**src/mic_array_config.svh**
```systemverilog
`ifndef MIC_ARRAY_CONFIG_SVH
`define MIC_ARRAY_CONFIG_SVH

// microphone data lines on the GPIO header
`define MIC_LINES 16

// left-slot sample width, MSB first
`define SAMPLE_BITS 16

// frames per peak measurement
`define FRAMES_PER_BLOCK 4

// blocks captured after one start
`define BLOCKS_PER_RUN 2

// peak meter input buffer depth
`define STREAM_CREDITS 4

// credits held toward the outside consumer
`define PEAK_CREDITS 2

`endif

```
**src/mic_array_pkg.sv**
```systemverilog
`include "mic_array_config.svh"

package mic_array_pkg;

	// signed two's-complement audio sample
	typedef logic signed [`SAMPLE_BITS-1:0] sample_t;

	// peak magnitude, sign bit dropped
	typedef logic [`SAMPLE_BITS-2:0] level_t;

	// channel index
	typedef logic [3:0] chan_t;

	// element n holds the sample of line n
	typedef sample_t [`MIC_LINES-1:0] frame_t;

	// run state, also shown on the hex display
	typedef enum logic [1:0] {
		ST_IDLE    = 2'd0,
		ST_CAPTURE = 2'd1,
		ST_DONE    = 2'd2
	} run_state_t;

endpackage

```
**src/mic_stream_if.sv**
```systemverilog
interface mic_stream_if;

	// one channel item per valid cycle
	logic                   valid;
	mic_array_pkg::chan_t   chan;
	mic_array_pkg::sample_t sample;
	// sink returns one credit per popped item
	logic                   credit;

	modport src (
		output valid,
		output chan,
		output sample,
		input  credit
	);

	modport snk (
		input  valid,
		input  chan,
		input  sample,
		output credit
	);

endinterface

```
**src/i2s_array_rx.sv**
```systemverilog
`include "mic_array_config.svh"

module i2s_array_rx (
	input  logic                  i_50m_clk,
	input  logic                  i_arst_n,
	input  logic                  i_bclk,
	input  logic                  i_lrck,
	input  logic [`MIC_LINES-1:0] i_mic_data,
	output logic                  o_frame_valid,
	output mic_array_pkg::frame_t o_frame
);

	// data sits on bit-clock edges 2 .. SAMPLE_BITS+1 after the word-clock fall
	localparam int LAST_EDGE = `SAMPLE_BITS + 1;
	localparam int CNT_W = $clog2(LAST_EDGE + 1);

	logic [2:0]            bclk_s;
	logic [2:0]            lrck_s;
	logic [`MIC_LINES-1:0] mic_s0;
	logic [`MIC_LINES-1:0] mic_s1;
	logic                  bclk_rise;
	logic                  lrck_fall;
	logic [CNT_W-1:0]      edge_cnt;
	logic                  take_bit;
	logic                  last_bit;
	mic_array_pkg::frame_t shift_q;
	mic_array_pkg::frame_t shift_d;

	// two sync stages, third stage only for edge detection
	always_ff @(posedge i_50m_clk or negedge i_arst_n) begin
		if (!i_arst_n) begin
			bclk_s <= '0;
			lrck_s <= '0;
			mic_s0 <= '0;
			mic_s1 <= '0;
		end else begin
			bclk_s <= {bclk_s[1:0], i_bclk};
			lrck_s <= {lrck_s[1:0], i_lrck};
			mic_s0 <= i_mic_data;
			mic_s1 <= mic_s0;
		end
	end

	assign bclk_rise = bclk_s[1] & ~bclk_s[2];
	assign lrck_fall = lrck_s[2] & ~lrck_s[1];

	// edge_cnt holds the number of bit-clock rises seen since the word-clock fall
	assign take_bit = bclk_rise && !lrck_fall
		&& edge_cnt >= CNT_W'(1) && edge_cnt <= CNT_W'(`SAMPLE_BITS);
	assign last_bit = bclk_rise && !lrck_fall && edge_cnt == CNT_W'(`SAMPLE_BITS);

	always_ff @(posedge i_50m_clk or negedge i_arst_n) begin
		if (!i_arst_n) begin
			// parked until the first word-clock fall
			edge_cnt      <= CNT_W'(LAST_EDGE);
			o_frame_valid <= 1'b0;
		end else begin
			o_frame_valid <= last_bit;
			if (lrck_fall) begin
				edge_cnt <= '0;
			end else if (bclk_rise && edge_cnt != CNT_W'(LAST_EDGE)) begin
				edge_cnt <= edge_cnt + 1'b1;
			end
		end
	end

	// shift every line in parallel
	always_comb begin
		shift_d = shift_q;
		if (take_bit) begin
			for (int n = 0; n < `MIC_LINES; n++) begin
				shift_d[n] = {shift_q[n][`SAMPLE_BITS-2:0], mic_s1[n]};
			end
		end
	end

	always_ff @(posedge i_50m_clk) begin
		shift_q <= shift_d;
		// last bit goes straight into the output frame
		if (last_bit) begin
			o_frame <= shift_d;
		end
	end

endmodule

```
**src/capture_ctrl.sv**
```systemverilog
`include "mic_array_config.svh"

module capture_ctrl (
	input  logic                      i_50m_clk,
	input  logic                      i_arst_n,
	input  logic                      i_start,
	input  logic                      i_frame_valid,
	input  mic_array_pkg::frame_t     i_frame,
	output logic                      o_frame_valid,
	output mic_array_pkg::frame_t     o_frame,
	output mic_array_pkg::run_state_t o_state
);

	localparam int RUN_FRAMES = `FRAMES_PER_BLOCK * `BLOCKS_PER_RUN;
	localparam int CNT_W = $clog2(RUN_FRAMES + 1);

	mic_array_pkg::run_state_t state_q;
	logic [CNT_W-1:0]          frame_cnt;
	logic                      accept;

	assign accept  = state_q == mic_array_pkg::ST_CAPTURE && i_frame_valid;
	assign o_state = state_q;

	always_ff @(posedge i_50m_clk or negedge i_arst_n) begin
		if (!i_arst_n) begin
			state_q       <= mic_array_pkg::ST_IDLE;
			frame_cnt     <= '0;
			o_frame_valid <= 1'b0;
		end else begin
			o_frame_valid <= accept;
			case (state_q)
				mic_array_pkg::ST_CAPTURE: begin
					if (i_frame_valid) begin
						frame_cnt <= frame_cnt + 1'b1;
						// last frame of the run
						if (frame_cnt == CNT_W'(RUN_FRAMES - 1)) begin
							state_q <= mic_array_pkg::ST_DONE;
						end
					end
				end
				default: begin
					// idle or done, wait for a start request
					if (i_start) begin
						frame_cnt <= '0;
						state_q   <= mic_array_pkg::ST_CAPTURE;
					end
				end
			endcase
		end
	end

	always_ff @(posedge i_50m_clk) begin
		if (accept) begin
			o_frame <= i_frame;
		end
	end

endmodule

```
**src/channel_serializer.sv**
```systemverilog
`include "mic_array_config.svh"

module channel_serializer (
	input  logic                  i_50m_clk,
	input  logic                  i_arst_n,
	input  logic                  i_frame_valid,
	input  mic_array_pkg::frame_t i_frame,
	mic_stream_if.src             stream,
	output logic                  o_overrun
);

	localparam int CRD_W = $clog2(`STREAM_CREDITS + 1);

	mic_array_pkg::frame_t frame_q;
	mic_array_pkg::chan_t  chan_q;
	logic                  busy_q;
	logic [CRD_W-1:0]      credits_q;
	logic                  send;
	logic                  last_chan;
	logic                  accept;

	assign send      = busy_q && credits_q != '0;
	assign last_chan = chan_q == mic_array_pkg::chan_t'(`MIC_LINES - 1);
	// held frame is free once its last channel goes out
	assign accept    = i_frame_valid && (!busy_q || (send && last_chan));

	assign stream.valid  = send;
	assign stream.chan   = chan_q;
	assign stream.sample = frame_q[chan_q];

	always_ff @(posedge i_50m_clk or negedge i_arst_n) begin
		if (!i_arst_n) begin
			busy_q    <= 1'b0;
			chan_q    <= '0;
			credits_q <= CRD_W'(`STREAM_CREDITS);
			o_overrun <= 1'b0;
		end else begin
			credits_q <= credits_q + CRD_W'(stream.credit) - CRD_W'(send);
			// new frame while the old one is still going out, sticky
			if (i_frame_valid && !accept) begin
				o_overrun <= 1'b1;
			end
			if (accept) begin
				busy_q <= 1'b1;
				chan_q <= '0;
			end else if (send) begin
				chan_q <= chan_q + 1'b1;
				if (last_chan) begin
					busy_q <= 1'b0;
				end
			end
		end
	end

	always_ff @(posedge i_50m_clk) begin
		if (accept) begin
			frame_q <= i_frame;
		end
	end

endmodule

```
**src/peak_meter.sv**
```systemverilog
`include "mic_array_config.svh"

module peak_meter (
	input  logic                  i_50m_clk,
	input  logic                  i_arst_n,
	mic_stream_if.snk             stream,
	input  logic                  i_peak_credit,
	output logic                  o_peak_valid,
	output mic_array_pkg::chan_t  o_peak_chan,
	output mic_array_pkg::level_t o_peak_level
);

	localparam int DEPTH = `STREAM_CREDITS;
	localparam int PTR_W = $clog2(DEPTH);
	localparam int CNT_W = $clog2(DEPTH + 1);
	localparam int PCRD_W = $clog2(`PEAK_CREDITS + 1);
	localparam int FRM_W = $clog2(`FRAMES_PER_BLOCK + 1);
	localparam mic_array_pkg::chan_t LAST_CHAN = mic_array_pkg::chan_t'(`MIC_LINES - 1);

	mic_array_pkg::chan_t   buf_chan [DEPTH];
	mic_array_pkg::sample_t buf_sample [DEPTH];
	logic [PTR_W-1:0]       wr_ptr;
	logic [PTR_W-1:0]       rd_ptr;
	logic [CNT_W-1:0]       fill_q;
	logic                   credit_q;
	logic                   pop;
	mic_array_pkg::chan_t   pop_chan;
	mic_array_pkg::sample_t pop_sample;
	mic_array_pkg::level_t  pop_mag;
	mic_array_pkg::level_t  peak_q [`MIC_LINES];
	logic [`MIC_LINES-1:0]  first_q;
	logic [FRM_W-1:0]       frame_cnt;
	logic                   block_end;
	logic                   emit_q;
	mic_array_pkg::chan_t   out_chan;
	logic [PCRD_W-1:0]      pcred_q;
	logic                   peak_send;

	// no popping while block results are going out
	assign pop        = fill_q != '0 && !emit_q;
	assign pop_chan   = buf_chan[rd_ptr];
	assign pop_sample = buf_sample[rd_ptr];
	assign block_end  = pop && pop_chan == LAST_CHAN
		&& frame_cnt == FRM_W'(`FRAMES_PER_BLOCK - 1);

	assign stream.credit = credit_q;

	assign peak_send    = emit_q && pcred_q != '0;
	assign o_peak_valid = peak_send;
	assign o_peak_chan  = out_chan;
	assign o_peak_level = peak_q[out_chan];

	// magnitude, -full scale clips to the top level
	always_comb begin
		mic_array_pkg::sample_t neg_s;
		neg_s = -pop_sample;
		if (pop_sample == {1'b1, {(`SAMPLE_BITS-1){1'b0}}}) begin
			pop_mag = '1;
		end else if (pop_sample[`SAMPLE_BITS-1]) begin
			pop_mag = neg_s[`SAMPLE_BITS-2:0];
		end else begin
			pop_mag = pop_sample[`SAMPLE_BITS-2:0];
		end
	end

	always_ff @(posedge i_50m_clk or negedge i_arst_n) begin
		if (!i_arst_n) begin
			wr_ptr    <= '0;
			rd_ptr    <= '0;
			fill_q    <= '0;
			credit_q  <= 1'b0;
			first_q   <= '1;
			frame_cnt <= '0;
			emit_q    <= 1'b0;
			out_chan  <= '0;
			pcred_q   <= PCRD_W'(`PEAK_CREDITS);
		end else begin
			credit_q <= pop;
			fill_q   <= fill_q + CNT_W'(stream.valid) - CNT_W'(pop);
			pcred_q  <= pcred_q + PCRD_W'(i_peak_credit) - PCRD_W'(peak_send);
			if (stream.valid) begin
				wr_ptr <= (wr_ptr == PTR_W'(DEPTH - 1)) ? '0 : wr_ptr + 1'b1;
			end
			if (pop) begin
				rd_ptr <= (rd_ptr == PTR_W'(DEPTH - 1)) ? '0 : rd_ptr + 1'b1;
				first_q[pop_chan] <= 1'b0;
				// channel 15 closes a frame
				if (pop_chan == LAST_CHAN) begin
					frame_cnt <= block_end ? '0 : frame_cnt + 1'b1;
				end
			end
			if (block_end) begin
				emit_q   <= 1'b1;
				out_chan <= '0;
			end else if (peak_send) begin
				out_chan <= out_chan + 1'b1;
				if (out_chan == LAST_CHAN) begin
					emit_q  <= 1'b0;
					first_q <= '1;
				end
			end
		end
	end

	always_ff @(posedge i_50m_clk) begin
		if (stream.valid) begin
			buf_chan[wr_ptr]   <= stream.chan;
			buf_sample[wr_ptr] <= stream.sample;
		end
		// first sample of a block always loads
		if (pop && (first_q[pop_chan] || pop_mag > peak_q[pop_chan])) begin
			peak_q[pop_chan] <= pop_mag;
		end
	end

endmodule

```
**src/mic_array_top.sv**
```systemverilog
`include "mic_array_config.svh"

module mic_array_top (
	input  logic                      i_50m_clk,
	input  logic                      i_arst_n,
	input  logic                      i_bclk,
	input  logic                      i_lrck,
	input  logic [`MIC_LINES-1:0]     i_mic_data,
	input  logic                      i_start,
	input  logic                      i_peak_credit,
	output logic                      o_peak_valid,
	output mic_array_pkg::chan_t      o_peak_chan,
	output mic_array_pkg::level_t     o_peak_level,
	output logic                      o_overrun,
	output mic_array_pkg::run_state_t o_state
);

	logic                  rx_frame_valid;
	mic_array_pkg::frame_t rx_frame;
	logic                  cap_frame_valid;
	mic_array_pkg::frame_t cap_frame;

	mic_stream_if stream_if ();

	i2s_array_rx u_rx (
		.i_50m_clk     (i_50m_clk),
		.i_arst_n      (i_arst_n),
		.i_bclk        (i_bclk),
		.i_lrck        (i_lrck),
		.i_mic_data    (i_mic_data),
		.o_frame_valid (rx_frame_valid),
		.o_frame       (rx_frame)
	);

	// frames only pass during a run
	capture_ctrl u_ctrl (
		.i_50m_clk     (i_50m_clk),
		.i_arst_n      (i_arst_n),
		.i_start       (i_start),
		.i_frame_valid (rx_frame_valid),
		.i_frame       (rx_frame),
		.o_frame_valid (cap_frame_valid),
		.o_frame       (cap_frame),
		.o_state       (o_state)
	);

	channel_serializer u_ser (
		.i_50m_clk     (i_50m_clk),
		.i_arst_n      (i_arst_n),
		.i_frame_valid (cap_frame_valid),
		.i_frame       (cap_frame),
		.stream        (stream_if),
		.o_overrun     (o_overrun)
	);

	peak_meter u_peak (
		.i_50m_clk     (i_50m_clk),
		.i_arst_n      (i_arst_n),
		.stream        (stream_if),
		.i_peak_credit (i_peak_credit),
		.o_peak_valid  (o_peak_valid),
		.o_peak_chan   (o_peak_chan),
		.o_peak_level  (o_peak_level)
	);

endmodule

```
**config.mk**
```make
export PLATFORM = sky130hd
export DESIGN_NAME = mic_array_top
export DESIGN_NICKNAME = d
export VERILOG_FILES = /design/src/mic_array_pkg.sv /design/src/mic_stream_if.sv /design/src/i2s_array_rx.sv /design/src/capture_ctrl.sv /design/src/channel_serializer.sv /design/src/peak_meter.sv /design/src/mic_array_top.sv
export VERILOG_INCLUDE_DIRS = /design/src /design/src/src
export SDC_FILE = /design/constraint.sdc
export NUM_CORES = 1
export LEC_CHECK = 0
export BUFFER_PORTS_ARGS = -buffer_cell sky130_fd_sc_hd__buf_2
export CORE_UTILIZATION = 55
export DETAILED_ROUTE_END_ITERATION = 10
export PLACE_DENSITY = 0.79
export RECOVER_POWER = 50
export SLEW_MARGIN = 20
export SYNTH_ARGS = -nofsm -noshare
export SYNTH_HDL_FRONTEND = slang
export SYNTH_HIERARCHICAL = 1
export SYNTH_SLANG_ARGS = --single-unit
```
**constraint.sdc**
```tcl
create_clock -name i_50m_clk -period 21.8 [get_ports i_50m_clk]
set_input_delay 2.18 -clock i_50m_clk [delete_from_list [all_inputs] [get_ports i_50m_clk]]
set_output_delay 2.18 -clock i_50m_clk [all_outputs]
set_load 0.02 [all_outputs]
```
==> results of run 1 <==
[kinds of logic after synthesis]
family	count (synthesis)	synth area share, %
compound gates	159	2.62
xor+xnor	24	0.398
fa+ha+maj	37	0.905
buf+inv	137	1.74
flops	1438	76.0
mux	522	16.7
simple gates	179	1.59
[Yosys cell counts, types with 8 or more instances]
library cell | number | area [um2]
edfxtp_1 | 1088 | 32700
dfxtp_1 | 256 | 5120
mux2_4 | 241 | 3620
mux4_2 | 190 | 4280
dfrtp_1 | 74 | 1850
mux2i_1 | 72 | 721
nand2_1 | 64 | 240
nor2_1 | 59 | 221
buf_6 | 40 | 450
ha_1 | 35 | 438
a221oi_2 | 30 | 450
a22o_1 | 30 | 263
clkbuf_1 | 29 | 109
inv_1 | 27 | 101
o21ai_0 | 25 | 125
a21o_1 | 20 | 150
dfstp_2 | 20 | 526
mux2_2 | 19 | 214
a22oi_1 | 18 | 135
buf_1 | 16 | 60.1
buf_2 | 13 | 65.1
xnor2_1 | 13 | 114
a21oi_1 | 11 | 55.1
nor2b_1 | 11 | 68.8
xor2_1 | 11 | 96.3
nor3_1 | 8 | 40.0
[final timing paths]
check | slack [ns] | endpoint
worst max-delay path | 9.23 | u_rx/o_frame[179]
worst min-delay path | 0.35 | u_rx/mic_s1[7]
worst max register to register | 9.23 | u_rx/o_frame[179]
worst min register to register | 0.35 | u_rx/mic_s1[7]
max in group asynchronous | 15.17 | u_peak/o_peak_chan[0]
min in group asynchronous | 2.07 | u_rx/mic_s1[14]
[registers in the layout, indices dropped and copies added, names as in the netlist, 5 cells and up]
name,count
u_ctrl/o_frame,256
u_peak/buf_chan,16
u_peak/buf_sample,64
u_peak/first_q,16
u_peak/peak_q,240
u_rx/edge_cnt,5
u_rx/mic_s0,16
u_rx/mic_s1,16
u_rx/o_frame,256
u_rx/shift_q,256
u_ser/frame_q,256
[layer usage]
| layer | track usage [%] | share of wire (%) |
|---|---|---|
| met3 | 3.78 | 5.9 |
| met4 | 10.5 | 4.8 |
| met5 | 0 | 0 |
| met1 | 25.5 | 38 |
| met2 | 35.3 | 51 |
[power by group through the flow]
stage | clock, mW | sequential [mW] | combinational (mW)
2_1_floorplan | 0 | 3.19 | 0.262
3_3_place_gp | 0 | 3.22 | 0.280
3_5_place_dp | 0 | 3.23 | 0.298
4_1_cts | 2.43 | 3.18 | 0.305
5_1_grt | 2.53 | 3.18 | 0.294
6_report | 2.38 | 3.17 | 0.272
[critical path: cells and delay by family, from the launching register on]
kind                   cells  cell delay [ns]
buffers and inverters      2            10.51
DFF                        1             0.42
and+or+nand+nor            3             0.67
[stage by stage]
stage / power (mW) / setup slack [ns]
finish: 5.82 / 9.23
global placement: 3.50 / 15.49
detailed placement: 3.53 / 15.41
CTS: 5.91 / 15.33
floorplan: 3.46 / 1.93
global route: 6.01 / 8.00
[area by class of cell]
cell class,count,area [um2]
repair buffers,93,527
clock inverters,67,668
inverters,28,105
flip-flops and latches,1438,40200
fillers,6324,36500
well taps,1265,1580
diodes,1,2.50
clock buffers,196,3960
multi-input cells,921,11500
==> results.tsv, run 1 <==
metric	value	unit
final_nets	2682	
cp.required	21.82	ns
power.switching	1.22	mW
setup_violations	0	
cts_hold_buf	0	
async_reset_ff_share	6.54	%
cp_max_fo	181	
tns	0	ns
combPwrFrac	4.7	%
worst_path_most_repeated_cell	clkbuf_1	
cts_tree	done	
cp.arrival	12.58	ns
r2r_cells	5	
tightest_slew	10.27	ns
drtPass1Iterations	7	
cts_buffer_depth	3	
core	95000	um2
p_seq_share	54.5	%
p_leak	21.1	nW
max_freq	0.0796	GHz
hold_depth	0	
worst-setup-path-type	reg -> reg	
startpoint	u_rx/edge_cnt[3]	
row_count	113	
whs	0.347	ns
syn_avg_cell_area	21.2	um2
cts_buffers	141	
swShare	20.9	%
gp_routability_congestion	0.910	
maxSlewHeadroom	-585	%
hold_viol_final	0	
max_cap_violations	17	
track_usage	20.7	%
final.min_clock_period	12.57	ns
critPathLaunchType	flop	
ys.flop_type	edfxtp_1	
final_cell_count_no_fill	4009	
finalMaxSlewViolations	825	
layout_commonest_cell	edfxtp_1	
pin_count	45	
synth_edf_count	1088	
critPathMaxStageDelay	7.39	ns
post-route-period-util	57.6	%
grt_pass1_vias	25235	
final_cell_mix	edfxtp_1 (1088), dfxtp_1 (256), mux4_2 (189)	
vias	23467	
grt_max_degree	182	
synth_area	52800	um2
hp-start	u_rx/mic_s0[7]	
post-route-cell-area	58500	um2
drive_gt1_share	26.1	%
fin_util	61.6	%
clk_latency	0.75	ns
cts.repair.resized	0	
dp.cells	3745	
drc_errors	0	
dpl_cell_area	54300	um2
port_buffers	44	
vias_per_cell	5.85	
root_buffer	clkbuf_16	
grt.overflow.total	0	
grt_pass1_wl	152	mm
die_h	312	um
detail_route.iter0.violations	2121	
finClkSkew	0.0402	ns
syn2layout_area_growth	10.7	%
cts.sinks	1438	
vdd_drop_max	111	uV
synth-warning-count	6	
cellPowerDensity	99.5	nW/um2
hpwl	57.0	mm
cts_setup_buffers	0	
antenna_found_initial	0	
synth_seq_cells	1438	
path_cells	nor2_1, nand2_1, nor3_1, clkbuf_1, clkbuf_1	
path_clk_slew	0.06	ns
start_util	55.6	%
ys_seq_area_share	76.0	%
violations	max-capacitance violations, max-slew violations	
drt-total-wl	98.7	mm
slowest_stage	clkbuf_1	
p_int	4.60	mW
outcome	finished, violations left	
synth_nets	2555	
pwr-share-clk	40.8	%
ant_nets	0	
rsz0062_at_grt	no	
yosysUniqueCellTypes	68	
hold_path.class	reg -> reg	
wl_per_cell	24.6	um
die_x	312	um
end_kind	flop	
die-area	97300	um2
timing.rr.start	u_rx/edge_cnt[3]	
htree_levels	4	
syn_inst	2496	
Power figures use the tool's default switching activity.
==> run 2: changes to the inputs <==
Clock period 21.8 ns to 12.69 ns, I/O delays scaled along.
==> run 2 against run 1 <==
Against the previous run:
- the run still ends with max-capacitance violations, max-slew violations left
- fmax up 51%
- power rose by 72%
- clock power rose by 71%
- setup slack worse by 4.9 ns
- design area is essentially flat
- non-clock buffer count grew 1
- register-to-register slack got worse by 4.9 ns
- critical path type unchanged
- critical endpoint is now u_peak/peak_q[14][5]
- worst hold slack got worse by 0.0029 ns
- via count is essentially flat
==> results.tsv, run 2 (same netlist as run 1, synthesis figures left out) <==
metric	value	unit
syn2layout_area_growth	10.8	%
whs	0.344	ns
hold_depth	0	
finClkSkew	0.0362	ns
cts.repair.resized	0	
wl_per_cell	24.4	um
tns	0	ns
worst-setup-path-type	reg -> reg	
cp.arrival	8.64	ns
final_nets	2682	
grt_pass1_wl	150	mm
core	95000	um2
vdd_drop_max	154	uV
grt_max_degree	165	
row_count	113	
critPathLaunchType	flop	
port_buffers	44	
met2_usage	34.6	%
combPwrFrac	4.9	%
cts_hold_buf	0	
hp-start	u_rx/mic_s0[14]	
pwr-share-clk	40.6	%
cts_buffer_depth	3	
track_usage	20.4	%
grt.overflow.total	0	
r2r-end	u_peak/peak_q[14][5]	
outcome	finished, violations left	
die-area	97300	um2
rrSetupSlack	4.38	ns
pin_count	45	
drive_gt1_share	26.5	%
gr-max-usage-layer	met2	
die_x	312	um
multi_input_area	11500	um2
root_buffer	clkbuf_16	
cts_tree	done	
regArea	40200	um2
cp.required	13.03	ns
p_int	7.94	mW
cp_max_fo	70	
final_cell_mix	edfxtp_1 (1088), dfxtp_1 (256), mux4_2 (189)	
antenna_found_initial	0	
cts.sinks	1438	
violations	max-capacitance violations, max-slew violations	
drtPass1Iterations	6	
holdPathEnd	u_rx/mic_s1[14]	
diodes	0	
nFillCells	6326	
drc_errors	0	
path_clk_slew	0.06	ns
ant_nets	0	
tightest_slew	4.44	ns
cellPowerDensity	171	nW/um2
hpwl	57.0	mm
cts_buffers	140	
vias_per_cell	5.86	
timing.rr.start	u_peak/rd_ptr[1]	
rsz0062_at_grt	no	
r2r_cells	12	
grt_use_met1	25.5	%
dpl_cell_area	54300	um2
hold_path.class	reg -> reg	
p_leak	21.2	nW
final.min_clock_period	8.31	ns
max_cap_violations	21	
cts_setup_buffers	0	
vias	23466	
post-route-period-util	65.5	%
p_seq_share	54.5	%
swShare	20.6	%
die_h	312	um
gp_routability_congestion	0.903	
htree_levels	4	
end_kind	flop	
maxSlewHeadroom	-196	%
grt_util_met3	3.87	%
clk_latency	0.75	ns
setup_violations	0	
max_freq	0.120	GHz
start_util	55.6	%
post-route-cell-area	58500	um2
hold_viol_final	0	
power.switching	2.06	mW
layout_commonest_cell	edfxtp_1	
drt-total-wl	97.8	mm
finalMaxSlewViolations	902	
grt_pass1_vias	24893	
detail_route.iter0.violations	2393	
==> run 2: through the flow <==
stage	util [%]	cells	setup slack (ns)	power, mW
floorplan	-	2496	1.18	5.94
global placement	57.1	3746	6.26	6.01
detailed placement	57.1	3746	6.30	6.06
CTS	62.0	4003	6.24	10.1
global route	61.6	4003	4.08	10.3
finish	61.6	4003	4.38	10.0
==> run 2: power by group through the flow <==
stage | logic, mW | registers (mW) | clock network (mW)
after floorplan | 0.451 | 5.49 | 0
after global placement | 0.482 | 5.53 | 0
after detailed placement | 0.512 | 5.55 | 0
after CTS | 0.526 | 5.46 | 4.14
after global routing | 0.524 | 5.47 | 4.32
final | 0.486 | 5.45 | 4.06
==> run 2: worst max path at each step <==
stage / startpoint / endpoint / slack, ns / cells past startpoint
floorplan: u_rx/edge_cnt[1] / u_rx/o_frame_valid / 1.18 / 4
global placement: u_peak/rd_ptr[1] / u_peak/peak_q[14][1] / 6.26 / 12
detailed placement: u_peak/rd_ptr[1] / u_peak/peak_q[9][2] / 6.30 / 12
CTS: u_peak/rd_ptr[1] / u_peak/peak_q[11][6] / 6.24 / 12
global route: u_ser/stream.chan[0] / u_ser/frame_q[176] / 4.08 / 6
finish: u_peak/rd_ptr[1] / u_peak/peak_q[14][5] / 4.38 / 12
==> run 2: area by class of cell <==
cell class	instances	area share (%)
Sequential cell	1438	68.7
Multi-Input combinational cell	921	19.7
Clock buffer	198	6.87
Tap cell	1265	2.70
Clock inverter	59	0.964
Timing Repair Buffer	94	0.949
Inverter	28	0.180
==> run 2: metal layers <==
| layer | part of all wire, % | vias up |
|---|---|---|
| met1 | 38 | 12120 |
| met3 | 6.1 | 234 |
| li1 | - | 10189 |
| met2 | 51 | 923 |
| met4 | 4.6 | 0 |
| met5 | 0 | - |
==> run 2: worst max-delay path, stage by stage (launching register included) <==
cell and delay, ns:
dfrtp_1 0.96, mux4_2 0.36, clkbuf_1 3.11, mux4_2 0.78, a22o_1 0.26, nor2_1 0.09
ha_1 0.30, nand4_1 0.14, nor3_1 0.27, o21ai_0 0.14, o211ai_1 0.41, a211oi_2 0.28
nor2_2 0.77
==> run 3: changes to the inputs <==
Settings changed: ABC_AREA set to 1.
Clock period 12.69 ns to 8.6 ns, I/O delays scaled along.
==> run 3 against run 2 <==
Against the previous run:
- the flow still finishes with violations (max-capacitance violations, max-slew violations)
- routed wire length rose by 20%
- cell count rose by 46%
- design area rose by 2.2%
- clock power rose by 50%
- register-to-register slack got worse by 2.8 ns
- setup slack got worse by 2.8 ns
- sequential power rose by 45%
- non-clock buffer count rose by 1
- highest routed layer unchanged
==> results.tsv, run 3 <==
metric	value	unit
ys_seq_area_share	74.0	%
yosysUniqueCellTypes	44	
maxSlewHeadroom	-196	%
netlist_top_cells_area	edfxtp_1 (60%), dfxtp_1 (9.4%), nand2_1 (8.8%), dfrtp_1 (3.4%), nand4_1 (3.0%)	
cts.repair.resized	0	
final.min_clock_period	6.98	ns
grt_pass1_vias	33035	
vdd_drop_max	222	uV
rsz0062_at_grt	no	
cp_max_fo	195	
whs	0.203	ns
finalMaxSlewViolations	932	
cts.sinks	1438	
layout_setup_ws	1.62	ns
cts_buffer_depth	3	
path_clk_slew	0.07	ns
drt-total-wl	117	mm
violations	max-capacitance violations, max-slew violations	
synth_common_cells	nand2_1 (1269), edfxtp_1 (1088), o21ai_0 (286)	
cts_hold_buf	0	
pwr-share-clk	41.9	%
root_buffer	clkbuf_16	
pin_count	45	
p_leak	23.5	nW
synth_nets	4540	
post-route-period-util	81.2	%
critPathLaunchType	flop	
syn_inst	4481	
outcome	finished, violations left	
core	97300	um2
cellPowerDensity	244	nW/um2
vias	33936	
drive_gt1_share	7.24	%
row_count	114	
synth_edf_count	1088	
gp_routability_congestion	0.890	
hold_path.class	in -> reg	
p_int	11.4	mW
cts_setup_buffers	0	
async_reset_ff_share	6.54	%
worst-setup-path-type	reg -> reg	
ys.flop_type	edfxtp_1	
syn_avg_cell_area	12.1	um2
hold_viol_final	0	
cp.arrival	7.56	ns
grt_pass1_wl	182	mm
die_h	316	um
diodes	0	
port_buffers	44	
drtPass1Iterations	6	
swShare	21.8	%
final_cell_count_no_fill	5850	
synth_seq_cells	1438	
max_cap_violations	15	
start_util	55.8	%
hpwl	64.4	mm
clk_latency	0.76	ns
finClkSkew	0.0323	ns
track_usage	23.5	%
combPwrFrac	3.8	%
wl_per_cell	20.0	um
tightest_slew	4.44	ns
ant_nets	0	
yosysTopAreaCell	edfxtp_1	
synth_area	54300	um2
max_freq	0.143	GHz
cts_tree	done	
synth-warning-count	6	
drc_errors	0	
htree_levels	4	
total_power	14.6	mW
antenna_found_initial	0	
dp.cells	5591	
tns	0	ns
power.switching	3.18	mW
die-area	100000	um2
final_nets	4516	
grt_max_degree	221	
cp.required	9.19	ns
p_seq_share	54.4	%
die_x	316	um
syn2layout_area_growth	10.1	%
cts_buffers	139	
end_kind	flop	
dp_slack	2.53	ns
synth_top_area_share	60.2	%
grt.overflow.total	0	
synth_most_common_cell	nand2_1	
layout_commonest_cell	nand2_1	
vias_per_cell	5.80	
setup_violations	0	
final_cell_mix	nand2_1 (1269), edfxtp_1 (1088), o21ai_0 (287)	
detail_route.iter0.violations	3381	
-- run 3: changes by cell type after synthesis, sizes merged, moves of 184 or more --
cell and delta:
nor2 +184, mux4 -190, nand4 +255, inv +191, mux2 -260, o21ai +283, nand3 +190, nand2 +1211
-- run 3: logic make-up (layout without fill, tap and decap cells) --
logic type,after synthesis,count (layout),synth area share (%)
and+or+nand+nor,2010,2010,15.9
DFF,1438,1438,74.0
AOI/OAI and AO/OA,505,505,5.01
buffers and inverters,480,573,4.01
adders and majority gates,37,37,0.880
xor gates and xnor gates,11,11,0.177
-- run 3: path summary, 6_finish.rpt --
| check | slack [ns] | end | start | cells past startpoint |
|---|---|---|---|---|
| max | 1.62 | u_rx/o_frame[149] | u_rx/bclk_s[2] | 7 |
| min | 0.20 | u_rx/mic_s0[9] | i_mic_data[9] | 1 |
| max reg2reg | 1.62 | u_rx/o_frame[149] | u_rx/bclk_s[2] | 7 |
| min reg2reg | 0.34 | u_rx/mic_s1[13] | u_rx/mic_s0[13] | 0 |
| max in group asynchronous | 3.04 | u_peak/o_peak_chan[0] | i_arst_n | 2 |
| min in group asynchronous | 1.14 | u_rx/mic_s0[4] | i_arst_n | 1 |
-- run 3: power by group through the flow --
| stage | Combinational [mW] | Sequential, mW | Clock [mW] |
|---|---|---|---|
| 4_1_cts | 0.550 | 7.92 | 6.19 |
| 5_1_grt | 0.617 | 7.94 | 6.46 |
| 2_1_floorplan | 0.409 | 8.00 | 0 |
| 3_3_place_gp | 0.503 | 8.04 | 0 |
| 3_5_place_dp | 0.537 | 8.05 | 0 |
| 6_report | 0.551 | 7.92 | 6.10 |
-- run 3: cell type report --
class / count / area (um2)
fillers: 7016 / 37500
multi-input cells: 2563 / 12000
clock inverters: 61 / 785
clock buffers: 197 / 3850
well taps: 1276 / 1600
inverters: 220 / 845
repair buffers: 95 / 579
flip-flops and latches: 1438 / 40200
-- run 3: metrics by stage --
stage,util [%],area (um2)
2_1_floorplan,-,54300
3_3_place_gp,56.8,55300
3_5_place_dp,56.8,55300
4_1_cts,61.6,59900
5_1_grt,61.5,59800
6_report,61.5,59800
-- run 3: routing by layer --
metal  vias to the layer above  part of all wire [%]  GRT usage (%)
li1                      15598                     -              -
met1                     16267                    39           30.9
met2                      1747                    49           38.4
met3                       324                   8.6           4.39
met4                         0                   3.9           10.2
met5                         -                     0              0
-- run 3: critical path, cell delays in order, from the launching register on --
cell      delay, ns
dfrtp_1        0.36
clkinv_1       0.04
nand2_1        0.09
nor2_1         0.27
clkbuf_2       3.02
clkbuf_1       2.25
nand4_1        0.43
nand2_1        0.29
